## config.mk

```make
export PLATFORM = sky130hd
export DESIGN_NAME = audio_top
export DESIGN_NICKNAME = d
export VERILOG_FILES = /design/src/rtl/audio_pkg.sv /design/src/rtl/audio_mixer.sv /design/src/rtl/audio_top.sv /design/src/rtl/ce_divider.sv /design/src/rtl/fm_path.sv /design/src/rtl/psg_path.sv
export SDC_FILE = /design/constraint.sdc
export NUM_CORES = 1
export LEC_CHECK = 0
export BUFFER_PORTS_ARGS = -buffer_cell sky130_fd_sc_hd__buf_2
export CAP_MARGIN = 0
export CORE_UTILIZATION = 39
export DETAILED_ROUTE_END_ITERATION = 8
export MAX_ROUTING_LAYER = met4
export SYNTH_ARGS = -nofsm -noshare
export SYNTH_HDL_FRONTEND = slang
export SYNTH_SLANG_ARGS = --single-unit
```

## constraint.sdc

```tcl
create_clock -name clk_sys -period 6.9 [get_ports clk_sys]
set_clock_uncertainty 0.1 [all_clocks]
set_input_delay 1.38 -clock clk_sys [delete_from_list [all_inputs] [get_ports clk_sys]]
set_output_delay 1.38 -clock clk_sys [all_outputs]
set_load 0.005 [all_outputs]
```

## src/rtl/audio_pkg.sv

```systemverilog
// Audio back end shared types, sample widths, clock-enable periods and PSG shift amounts
package audio_pkg;

	// Sample widths as delivered by the sound engines
	localparam int FM_SAMPLE_W  = 16;
	localparam int PSG_SAMPLE_W = 11;
	// Mixer domain matches the 16-bit DAC word
	localparam int MIX_SAMPLE_W = 16;

	// One stereo FM channel sample, signed
	typedef logic signed [FM_SAMPLE_W-1:0]  fm_sample_t;
	// Mono PSG sample, signed
	typedef logic signed [PSG_SAMPLE_W-1:0] psg_sample_t;
	// Final mixed output sample, signed
	typedef logic signed [MIX_SAMPLE_W-1:0] mix_sample_t;

	// FM chip enable period in system clocks
	localparam int FM_CE_DIVIDE  = 7;
	// PSG chip enable period in system clocks
	localparam int PSG_CE_DIVIDE = 15;

	// PSG attenuation subtracts sample >>> 5
	// i.e. gain of 31/32
	localparam int PSG_ATTEN_SHIFT = 5;

	// Lifts the 11-bit PSG value into the 16-bit mix range
	// 11 + 5 = 16, so the lift never overflows
	localparam int PSG_LIFT_SHIFT = 5;

endpackage

```

## src/rtl/audio_mixer.sv

```systemverilog
// Stereo mixer, adds lifted PSG to each FM channel with saturation into a registered 16-bit output
`timescale 1ns/1ps

module audio_mixer
	import audio_pkg::*;
(
	input  logic        clk_sys,
	input  logic        rst_n,
	input  mix_sample_t gained_left,
	input  mix_sample_t gained_right,
	input  psg_sample_t psg_out,
	output mix_sample_t audio_left,
	output mix_sample_t audio_right
);

	// One guard bit is enough for the sum of two 16-bit values
	localparam int SUM_W = MIX_SAMPLE_W + 1;

	localparam logic signed [SUM_W-1:0] SAT_MAX = SUM_W'(32767);
	localparam logic signed [SUM_W-1:0] SAT_MIN = -SUM_W'(32768);

	// Saturating add of one FM channel and the lifted PSG value
	function automatic mix_sample_t sat_add(input mix_sample_t fm, input mix_sample_t psg);
		logic signed [SUM_W-1:0] fm_w;
		logic signed [SUM_W-1:0] psg_w;
		logic signed [SUM_W-1:0] sum;
		fm_w  = {fm[MIX_SAMPLE_W-1], fm};
		psg_w = {psg[MIX_SAMPLE_W-1], psg};
		sum   = fm_w + psg_w;
		// Top two bits differ only on overflow
		if (sum > SAT_MAX) begin
			return mix_sample_t'(SAT_MAX);
		end else if (sum < SAT_MIN) begin
			return mix_sample_t'(SAT_MIN);
		end
		return sum[MIX_SAMPLE_W-1:0];
	endfunction

	// PSG sign-extended to 16 bits
	mix_sample_t psg_ext;
	// PSG scaled into the mix range
	mix_sample_t psg_lift;
	mix_sample_t mix_left;
	mix_sample_t mix_right;

	// Type cast sign extends the 11-bit sample
	assign psg_ext  = mix_sample_t'(psg_out);
	// Upper bits of the extension are pure sign, so the shift is exact
	assign psg_lift = psg_ext <<< PSG_LIFT_SHIFT;

	// Same mono voice goes to both sides
	assign mix_left  = sat_add(gained_left, psg_lift);
	assign mix_right = sat_add(gained_right, psg_lift);

	// Output register, loads every clock
	// One cycle behind any change on the path outputs
	always_ff @(posedge clk_sys) begin
		if (!rst_n) begin
			audio_left  <= '0;
			audio_right <= '0;
		end else begin
			audio_left  <= mix_left;
			audio_right <= mix_right;
		end
	end

endmodule

```

## src/rtl/audio_top.sv

```systemverilog
// Audio back end top, paces the FM and PSG engines and mixes their samples to stereo
`timescale 1ns/1ps

module audio_top
	import audio_pkg::*;
(
	input  logic        clk_sys,
	input  logic        rst_n,
	// FM engine stereo samples, held levels
	input  fm_sample_t  fm_left,
	input  fm_sample_t  fm_right,
	// PSG engine mono sample, held level
	input  psg_sample_t psg_in,
	// Chip enables back to the engines
	output logic        fm_ce,
	output logic        psg_ce,
	// Mixed stereo out, continuous levels
	output mix_sample_t audio_left,
	output mix_sample_t audio_right
);

	// FM path results after gain
	mix_sample_t gained_left;
	mix_sample_t gained_right;
	// PSG path result after attenuation
	psg_sample_t psg_out;

	// FM pacing, every 7 clocks
	ce_divider #(
		.DIVIDE(FM_CE_DIVIDE)
	) fm_ce_div (
		.clk_sys (clk_sys),
		.rst_n   (rst_n),
		.ce      (fm_ce)
	);

	// PSG pacing, every 15 clocks
	ce_divider #(
		.DIVIDE(PSG_CE_DIVIDE)
	) psg_ce_div (
		.clk_sys (clk_sys),
		.rst_n   (rst_n),
		.ce      (psg_ce)
	);

	// Stereo FM capture and 22.25 gain
	fm_path fm_path0 (
		.clk_sys      (clk_sys),
		.rst_n        (rst_n),
		.fm_ce        (fm_ce),
		.fm_left      (fm_left),
		.fm_right     (fm_right),
		.gained_left  (gained_left),
		.gained_right (gained_right)
	);

	// Mono PSG capture and 31/32 attenuation
	psg_path psg_path0 (
		.clk_sys (clk_sys),
		.rst_n   (rst_n),
		.psg_ce  (psg_ce),
		.psg_in  (psg_in),
		.psg_out (psg_out)
	);

	// Sum and clamp, enable to output is 2 cycles overall
	audio_mixer mixer0 (
		.clk_sys      (clk_sys),
		.rst_n        (rst_n),
		.gained_left  (gained_left),
		.gained_right (gained_right),
		.psg_out      (psg_out),
		.audio_left   (audio_left),
		.audio_right  (audio_right)
	);

endmodule

```

## src/rtl/ce_divider.sv

```systemverilog
// Clock-enable divider giving a registered one-cycle pulse every DIVIDE system clocks
`timescale 1ns/1ps

module ce_divider #(
	// Period in system clocks, 2 to 16 with the 4-bit counter
	parameter int DIVIDE = 7
) (
	input  logic clk_sys,
	input  logic rst_n,
	output logic ce
);

	// Count value on which the pulse is high
	localparam logic [3:0] LAST = 4'(DIVIDE - 1);
	// One count earlier, so the registered pulse lines up with LAST
	localparam logic [3:0] PRE  = 4'(DIVIDE - 2);

	logic [3:0] count;

	// Free-running counter, wraps after LAST
	always_ff @(posedge clk_sys) begin
		if (!rst_n) begin
			count <= '0;
		end else if (count == LAST) begin
			count <= '0;
		end else begin
			count <= count + 4'd1;
		end
	end

	// Pulse register
	// Set on PRE so ce is high exactly while count sits at LAST
	always_ff @(posedge clk_sys) begin
		if (!rst_n) begin
			ce <= 1'b0;
		end else begin
			ce <= (count == PRE);
		end
	end

endmodule

```

## src/rtl/fm_path.sv

```systemverilog
// FM sample path, captures stereo samples on the FM enable and applies saturating 22.25 gain
`timescale 1ns/1ps

module fm_path
	import audio_pkg::*;
(
	input  logic        clk_sys,
	input  logic        rst_n,
	input  logic        fm_ce,
	input  fm_sample_t  fm_left,
	input  fm_sample_t  fm_right,
	output mix_sample_t gained_left,
	output mix_sample_t gained_right
);

	// Gain terms: x*16 + x*4 + x*2 + x/4 = 22.25x
	localparam int GAIN_SHL_HI  = 4;
	localparam int GAIN_SHL_MID = 2;
	localparam int GAIN_SHL_LO  = 1;
	localparam int GAIN_SHR     = 2;

	// 16-bit input times 22.25 needs 21 bits signed
	localparam int GAIN_W = FM_SAMPLE_W + 5;

	// Clamp limits expressed in the widened width
	localparam logic signed [GAIN_W-1:0] SAT_MAX = GAIN_W'(32767);
	localparam logic signed [GAIN_W-1:0] SAT_MIN = -GAIN_W'(32768);

	// Gain and clamp for one channel
	function automatic mix_sample_t apply_gain(input fm_sample_t x);
		logic signed [GAIN_W-1:0] wide;
		logic signed [GAIN_W-1:0] sum;
		// Sign extend before shifting so no bits are lost
		wide = {{(GAIN_W - FM_SAMPLE_W){x[FM_SAMPLE_W-1]}}, x};
		// Quarter term rounds toward minus infinity
		sum = (wide <<< GAIN_SHL_HI) + (wide <<< GAIN_SHL_MID)
			+ (wide <<< GAIN_SHL_LO) + (wide >>> GAIN_SHR);
		if (sum > SAT_MAX) begin
			return mix_sample_t'(SAT_MAX);
		end else if (sum < SAT_MIN) begin
			return mix_sample_t'(SAT_MIN);
		end
		// In range, low bits carry the value and the sign
		return sum[MIX_SAMPLE_W-1:0];
	endfunction

	mix_sample_t next_left;
	mix_sample_t next_right;

	// Both channels gained in parallel
	assign next_left  = apply_gain(fm_left);
	assign next_right = apply_gain(fm_right);

	// Sample and hold on the FM enable
	// Output changes one cycle after the enable edge
	always_ff @(posedge clk_sys) begin
		if (!rst_n) begin
			gained_left  <= '0;
			gained_right <= '0;
		end else if (fm_ce) begin
			gained_left  <= next_left;
			gained_right <= next_right;
		end
	end

endmodule

```

## src/rtl/psg_path.sv

```systemverilog
// PSG sample path, captures the mono sample on the PSG enable and applies 31/32 attenuation
`timescale 1ns/1ps

module psg_path
	import audio_pkg::*;
(
	input  logic        clk_sys,
	input  logic        rst_n,
	input  logic        psg_ce,
	input  psg_sample_t psg_in,
	output psg_sample_t psg_out
);

	// Attenuation term, arithmetic shift keeps the sign
	psg_sample_t atten_part;
	// Sample after attenuation
	psg_sample_t atten_val;

	assign atten_part = psg_in >>> PSG_ATTEN_SHIFT;

	// Magnitude only shrinks here
	// Negative values floor, so -1 becomes 0 and -1024 becomes -992
	assign atten_val = psg_in - atten_part;

	// Hold register, updated only on the PSG enable
	// FM side keeps moving at its own rate while this stays put
	always_ff @(posedge clk_sys) begin
		if (!rst_n) begin
			psg_out <= '0;
		end else if (psg_ce) begin
			psg_out <= atten_val;
		end
	end

endmodule

```

# Word level (Yosys, flattened, before mapping)
# Cells that the tools add are included.
# word_totals
ff_bits,85
in_bits,45
output_inout_bits,34
# classes
n_addsub,11
n_lt_le_gt_ge,8
n_eq_ne,4
n_mux,20
n_bitwise,1
n_reduce_logical,2
# ops
cell,count
16-bit two-way mux,12
20-bit by 18-bit adder with 21-bit output,2
21-bit by 14-bit adder with 21-bit output,2
21-bit by 17-bit adder with 21-bit output,2
21-bit by 16-bit > comparator with 1-bit output (second input constant),2
21-bit by 16-bit less-than comparator with 1-bit output (second input constant),2
16-bit by 16-bit adder with 17-bit output,2
17-bit by 16-bit > comparator with 1-bit output (second input constant),2
17-bit by 16-bit less-than comparator with 1-bit output (second input constant),2
11-bit by 6-bit subtractor with 11-bit output,1
4-bit by 1-bit adder with 4-bit output (second input constant),2
4-bit by 3-bit equality test with 1-bit output (second input constant),2
4-bit equality test (second input constant),2
1-bit two-way mux,8
2-bit OR reduction,2
1-bit inverter,1

# Logic depth before layout (Yosys ltp)
# depth
ltp_word,7
mapped_depth,17

# Cells and area by module
# Synthesis repeated with hierarchy kept, for this count alone.
# unflattened
hier_cells,898
hier_area_um2,7900.1
# modules_own_cells
mod,instances,cells_each,area_each_um2,seq_area_each_um2
fm_path,1,521,4604.4,640.6
audio_mixer,1,231,2015.7,640.6
psg_path,1,100,829.5,220.2
ce_divider at fm_ce_div,1,23,230.2,100.1
ce_divider at psg_ce_div,1,23,220.2,100.1

# Worst setup path before layout
# OpenSTA, ideal clock, no wires.
# synth_timing
path_type,input port to flip-flop
from,input port fm_left[2]
to,register fm_path0.gained_left[0]
setup_ns,0.119
t_arrival_ns,4.839
path_slack_ns,1.841
stages,15
cell_sequence,inv_1 -> fa_1 -> inv_1 -> fa_1 -> inv_1 -> fa_1 -> nand2b_1 -> a21oi_1 -> o21ai_1 -> a31o_2 -> xor2_1 -> or4bb_1 -> o21ai_2 -> buf_4 -> a21oi_1
# synth_via
elab_chain_cells,7
# synth_lines
item,line,rtl
"start, declared",audio_top.sv:10,"input fm_sample_t fm_left,"
20-bit by 18-bit adder with 21-bit output,fm_path.sv:36,sum = (wide <<< GAIN_SHL_HI) + (wide <<< GAIN_SHL_MID)
21-bit by 17-bit adder with 21-bit output,fm_path.sv:37,+ (wide <<< GAIN_SHL_LO) + (wide >>> GAIN_SHR);
21-bit by 14-bit adder with 21-bit output (*),fm_path.sv:37,
21-bit by 16-bit less-than comparator with 1-bit output,fm_path.sv:40,end else if (sum < SAT_MIN) begin
1-bit two-way mux,fm_path.sv:40,
1-bit two-way mux,fm_path.sv:38,if (sum > SAT_MAX) begin
16-bit two-way mux (*),fm_path.sv:44,return sum[MIX_SAMPLE_W-1:0];
"end signal, assigned",fm_path.sv:61,gained_left <= next_left;
"end, declared",fm_path.sv:12,"output mix_sample_t gained_left,"
# Mark *: on every way between the ends. The rest lies on a longest branch, timed or not.
# A chain may end at the register's enable or synchronous reset.

# Final worst setup path
# layout_timing
from,input port fm_left[0]
to,register fm_path0.gained_left[0]
# layout_via
elab_chain_cells,7
# layout_lines
item,line
20-bit by 18-bit adder with 21-bit output,fm_path.sv:36
21-bit by 17-bit adder with 21-bit output (*),fm_path.sv:37
21-bit by 14-bit adder with 21-bit output (*),fm_path.sv:37
21-bit by 16-bit less-than comparator with 1-bit output,fm_path.sv:40
1-bit two-way mux,fm_path.sv:40
1-bit two-way mux,fm_path.sv:38
16-bit two-way mux (*),fm_path.sv:44
# Marks and branches as above.

==> metrics.md <==
| Metric | Value |
|---|---|
| Setup_tns | `0 ps` |
| Initial Util | `between 40% and 50%` |
| Htree depth | `3` |
| PortBufs | `78` |
| Mapped Nets | `approximately 1000` |
| CP startpoint kind | `input pin` |
| Post CTS Setup Buffer Count | `0` |
| Ys async rst share | `0%` |
| Synth area leaders | `dfxtp_1 (22%), fa_1 (15%), ha_1 (14%)` |
| RSZ-0062 raised after global routing | `no` |
| Reg2Reg Depth | `11` |
| Vias in the first global route | `between 5000 and 6000` |
| Min-Delay Path Depth | `1` |
| Post-Syn Area | `approximately 7600 um2` |
| DR vias | `5776` |
| VDD IR-drop max | `about 100 uV` |
| Max cap viols | `0` |
| Hold buffers post-CTS | `0` |
| Final hold vios | `0` |
| Maximum fanout along the worst path | `15` |
| Sequential cell area fraction in the yosys report | `between 20 and 25%` |
| Worst stage delay on the critical path | `between 500 and 600 ps` |
| Initial antenna violation count | `0` |
| Power Dens Cells | `approximately 210 nW/um2` |
| Largest area contributor in the netlist | `dfxtp_1` |
| Via density | `around 4.8` |
| Min-Delay Endpoint | `mixer0.audio_left[0]$_SDFF_PN0_` |
| Total track usage | `~16%` |
| Arr. time, crit path | `5380 ps` |
| HPWL Detailed | `roughly 12000 um` |
| Layout cells sized above 1 | `between 10% and 20%` |
| TritonCTS buffer count | `9` |
| R2r startpoint | `fm_path0.gained_right[5]$_SDFFE_PN0P_` |
| Flop-to-flop setup slack | `approximately 3700 ps` |
| Share of the synthesized area in the top cell type | `22.5%` |
| Least-Margin Pin Slew | `~870 ps` |
| Crit path kind | `in2reg` |
| Max Slew Vio Count | `0` |
| Hold path startpoint | `fm_path0.gained_left[0]$_SDFFE_PN0P_` |
| Worst hold-check path type | `reg2reg` |
| Clock sink count | `85` |
| Resized Gates After CTS | `0` |
| Final ANT Viol Nets | `0` |
| CTS tree | `yes` |
| Crit-path cells | `buf_2, inv_1, fa_1, inv_1, fa_1, inv_1, fa_1, nand2b_1, a21oi_1, o21ai_1, a31o_2, xor2_1, or4bb_1, o21ai_2, a21oi_1` |
| Root Driver | `clkbuf_16` |
| Max Root-Sink Buffers | `2` |
| Required time of the critical path | `between 6000 and 7000 ps` |
| Setup violations, final | `0` |
| Synth Register Bits | `85` |
| Die Wd | `141 um` |
| Worst path slowest cell | `fa_1` |
| Worst skew pair latency | `~340 ps` |
| LEAKAGE | `~0.0042 uW` |
| Status | `complete, no violations` |
| Global-route wire length before repair | `between 20000 and 30000 um` |
| Ant. Diodes | `0` |
| Layout fillers | `1861` |
| Synth cell types | `between 60 and 70` |
| Capturing point of the worst reg2reg path | `mixer0.audio_right[12]$_SDFF_PN0_` |
| Top_reg_cell synth | `dfxtp_1` |
| Largest net degree at the start of global routing | `77` |
| Clk pin slew, worst setup/hold paths | `~70 ps` |
| Area of the multi-input gates | `5310 um2` |
| Highest Clock Rate | `189 MHz` |
| Drt total wl | `between 10000 and 15000 um` |
| Cell count after synthesis | `860` |
| FP Rows | `50` |
| Drt drc | `0` |
| Final min period | `around 5300 ps` |
| Final nets | `about 1100` |
| Ratio of final minimum period to clock period | `approximately 77%` |
| Crit path capture type | `flip-flop` |
| Most frequent cells in the layout | `inv_1 (117), dfxtp_1 (85), ha_1 (84)` |
| DR iter-0 viols | `about 270` |
| Commonest non-fill, non-tap cell in the layout | `inv_1` |
| Placer Congestion | `roughly 0.85` |
| Post-layout util | `a little under half` |
| Area growth syn-to-layout | `12.1%` |
| GRT Residual Overflow | `0` |
| Routed length per instance | `~12 um` |
| Die Y-Extent | `between 100 and 150 um` |
| Post-synth EDFFs | `0` |
| Avg Inst Size Synth | `roughly 8.8 um2` |
| FF+latch area | `roughly 1700 um2` |
| Io pins | `between 70 and 80` |
| Yosys warnings | `0` |
| Worst hold slack | `368 ps` |
| Core region area | `18800 um2` |
| 1st-pass router iterations | `4` |
| Die area | `roughly 20000 um2` |
| Headroom to the max-slew limit | `between 40% and 50%` |
## sequential cells by signal (all words and copies together), names as in the netlist
signal and flops:
mixer0.audio_right 16, fm_ce_div.count 4, fm_path0.gained_right 16, mixer0.audio_left 16
fm_path0.gained_left 16, psg_path0.psg_out 11, psg_ce_div.ce 1, fm_ce_div.ce 1
psg_ce_div.count 4
## synth_stat cells (all sizes together), types with 6 or more instances
master and instances:
a211oi 6, a21boi 9, a21o 20, a21oi 66
buf 8, clkbuf 13, dfxtp 85, fa 57
ha 84, inv 117, mux2i 8, nand2 66
nand2b 16, nand3 30, nor2 43, nor2b 23
nor3 14, o21a 28, o21ai 57, o31ai 6
xnor2 29, xor2 13
## logic make-up after synthesis
kind of cell | Yosys count | share of synthesized area, %
compound gates | 224 | 20.2
simple gates | 222 | 15.1
fa+ha+maj | 141 | 29.0
buf+inv | 138 | 7.28
flops | 85 | 22.5
xor+xnor | 42 | 4.86
mux | 8 | 1.06
## final cells by class
cell class                 instances  share of cell area [%]
multi-input combinational        637                    62.6
sequential                        85                    20.1
inverter                         117                    5.18
timing repair buffer              80                    4.78
tap                              260                    3.84
clock buffer                       9                    2.66
clock inverter                     7                   0.856
## critical path: cells and delay by family
| family | cells | cell delay, ps |
|---|---|---|
| simple gates | 2 | 700 |
| compound gates | 5 | 1370 |
| xor+xnor | 1 | 150 |
| buf+inv | 4 | 290 |
| fa+ha+maj | 3 | 1470 |
## per-stage QoR
stage	instances	instance area [um2]	setup WS (ps)	power, uW
after CTS	1195	8480	1640	1840
after global placement	1179	8180	1350	1350
after floorplan	860	7560	1840	1200
after global routing	1195	8480	1280	1970
final	1195	8480	1610	1820
after detailed placement	1179	8180	1290	1350
## how the worst max path moves through the flow
stage,from,to,cells past startpoint
floorplan,fm_left[2],fm_path0.gained_left[0]$_SDFFE_PN0P_,15
global placement,fm_right[7],fm_path0.gained_right[12]$_SDFFE_PN0P_,15
detailed placement,fm_left[0],fm_path0.gained_left[0]$_SDFFE_PN0P_,15
CTS,fm_left[0],fm_path0.gained_left[0]$_SDFFE_PN0P_,15
global route,fm_left[2],fm_path0.gained_left[0]$_SDFFE_PN0P_,15
finish,fm_left[0],fm_path0.gained_left[0]$_SDFFE_PN0P_,15
## layer usage
metal / GRT usage, % / share of wire (%)
met5: - / 0
met4: 3.83 / 1.0
met3: 2.16 / 2.4
met2: 25.1 / 44
met1: 22.7 / 53
## power by group
group | internal, uW | total (uW) | switching [uW] | leakage [uW]
combinational | 360 | 834 | 474 | 0.00337
sequential | 499 | 504 | 5.45 | 0.000686
clock | 281 | 481 | 199 | 0.000142
total | 1140 | 1820 | 678 | 0.00420
No activity file was read; power rests on OpenSTA's default activity.
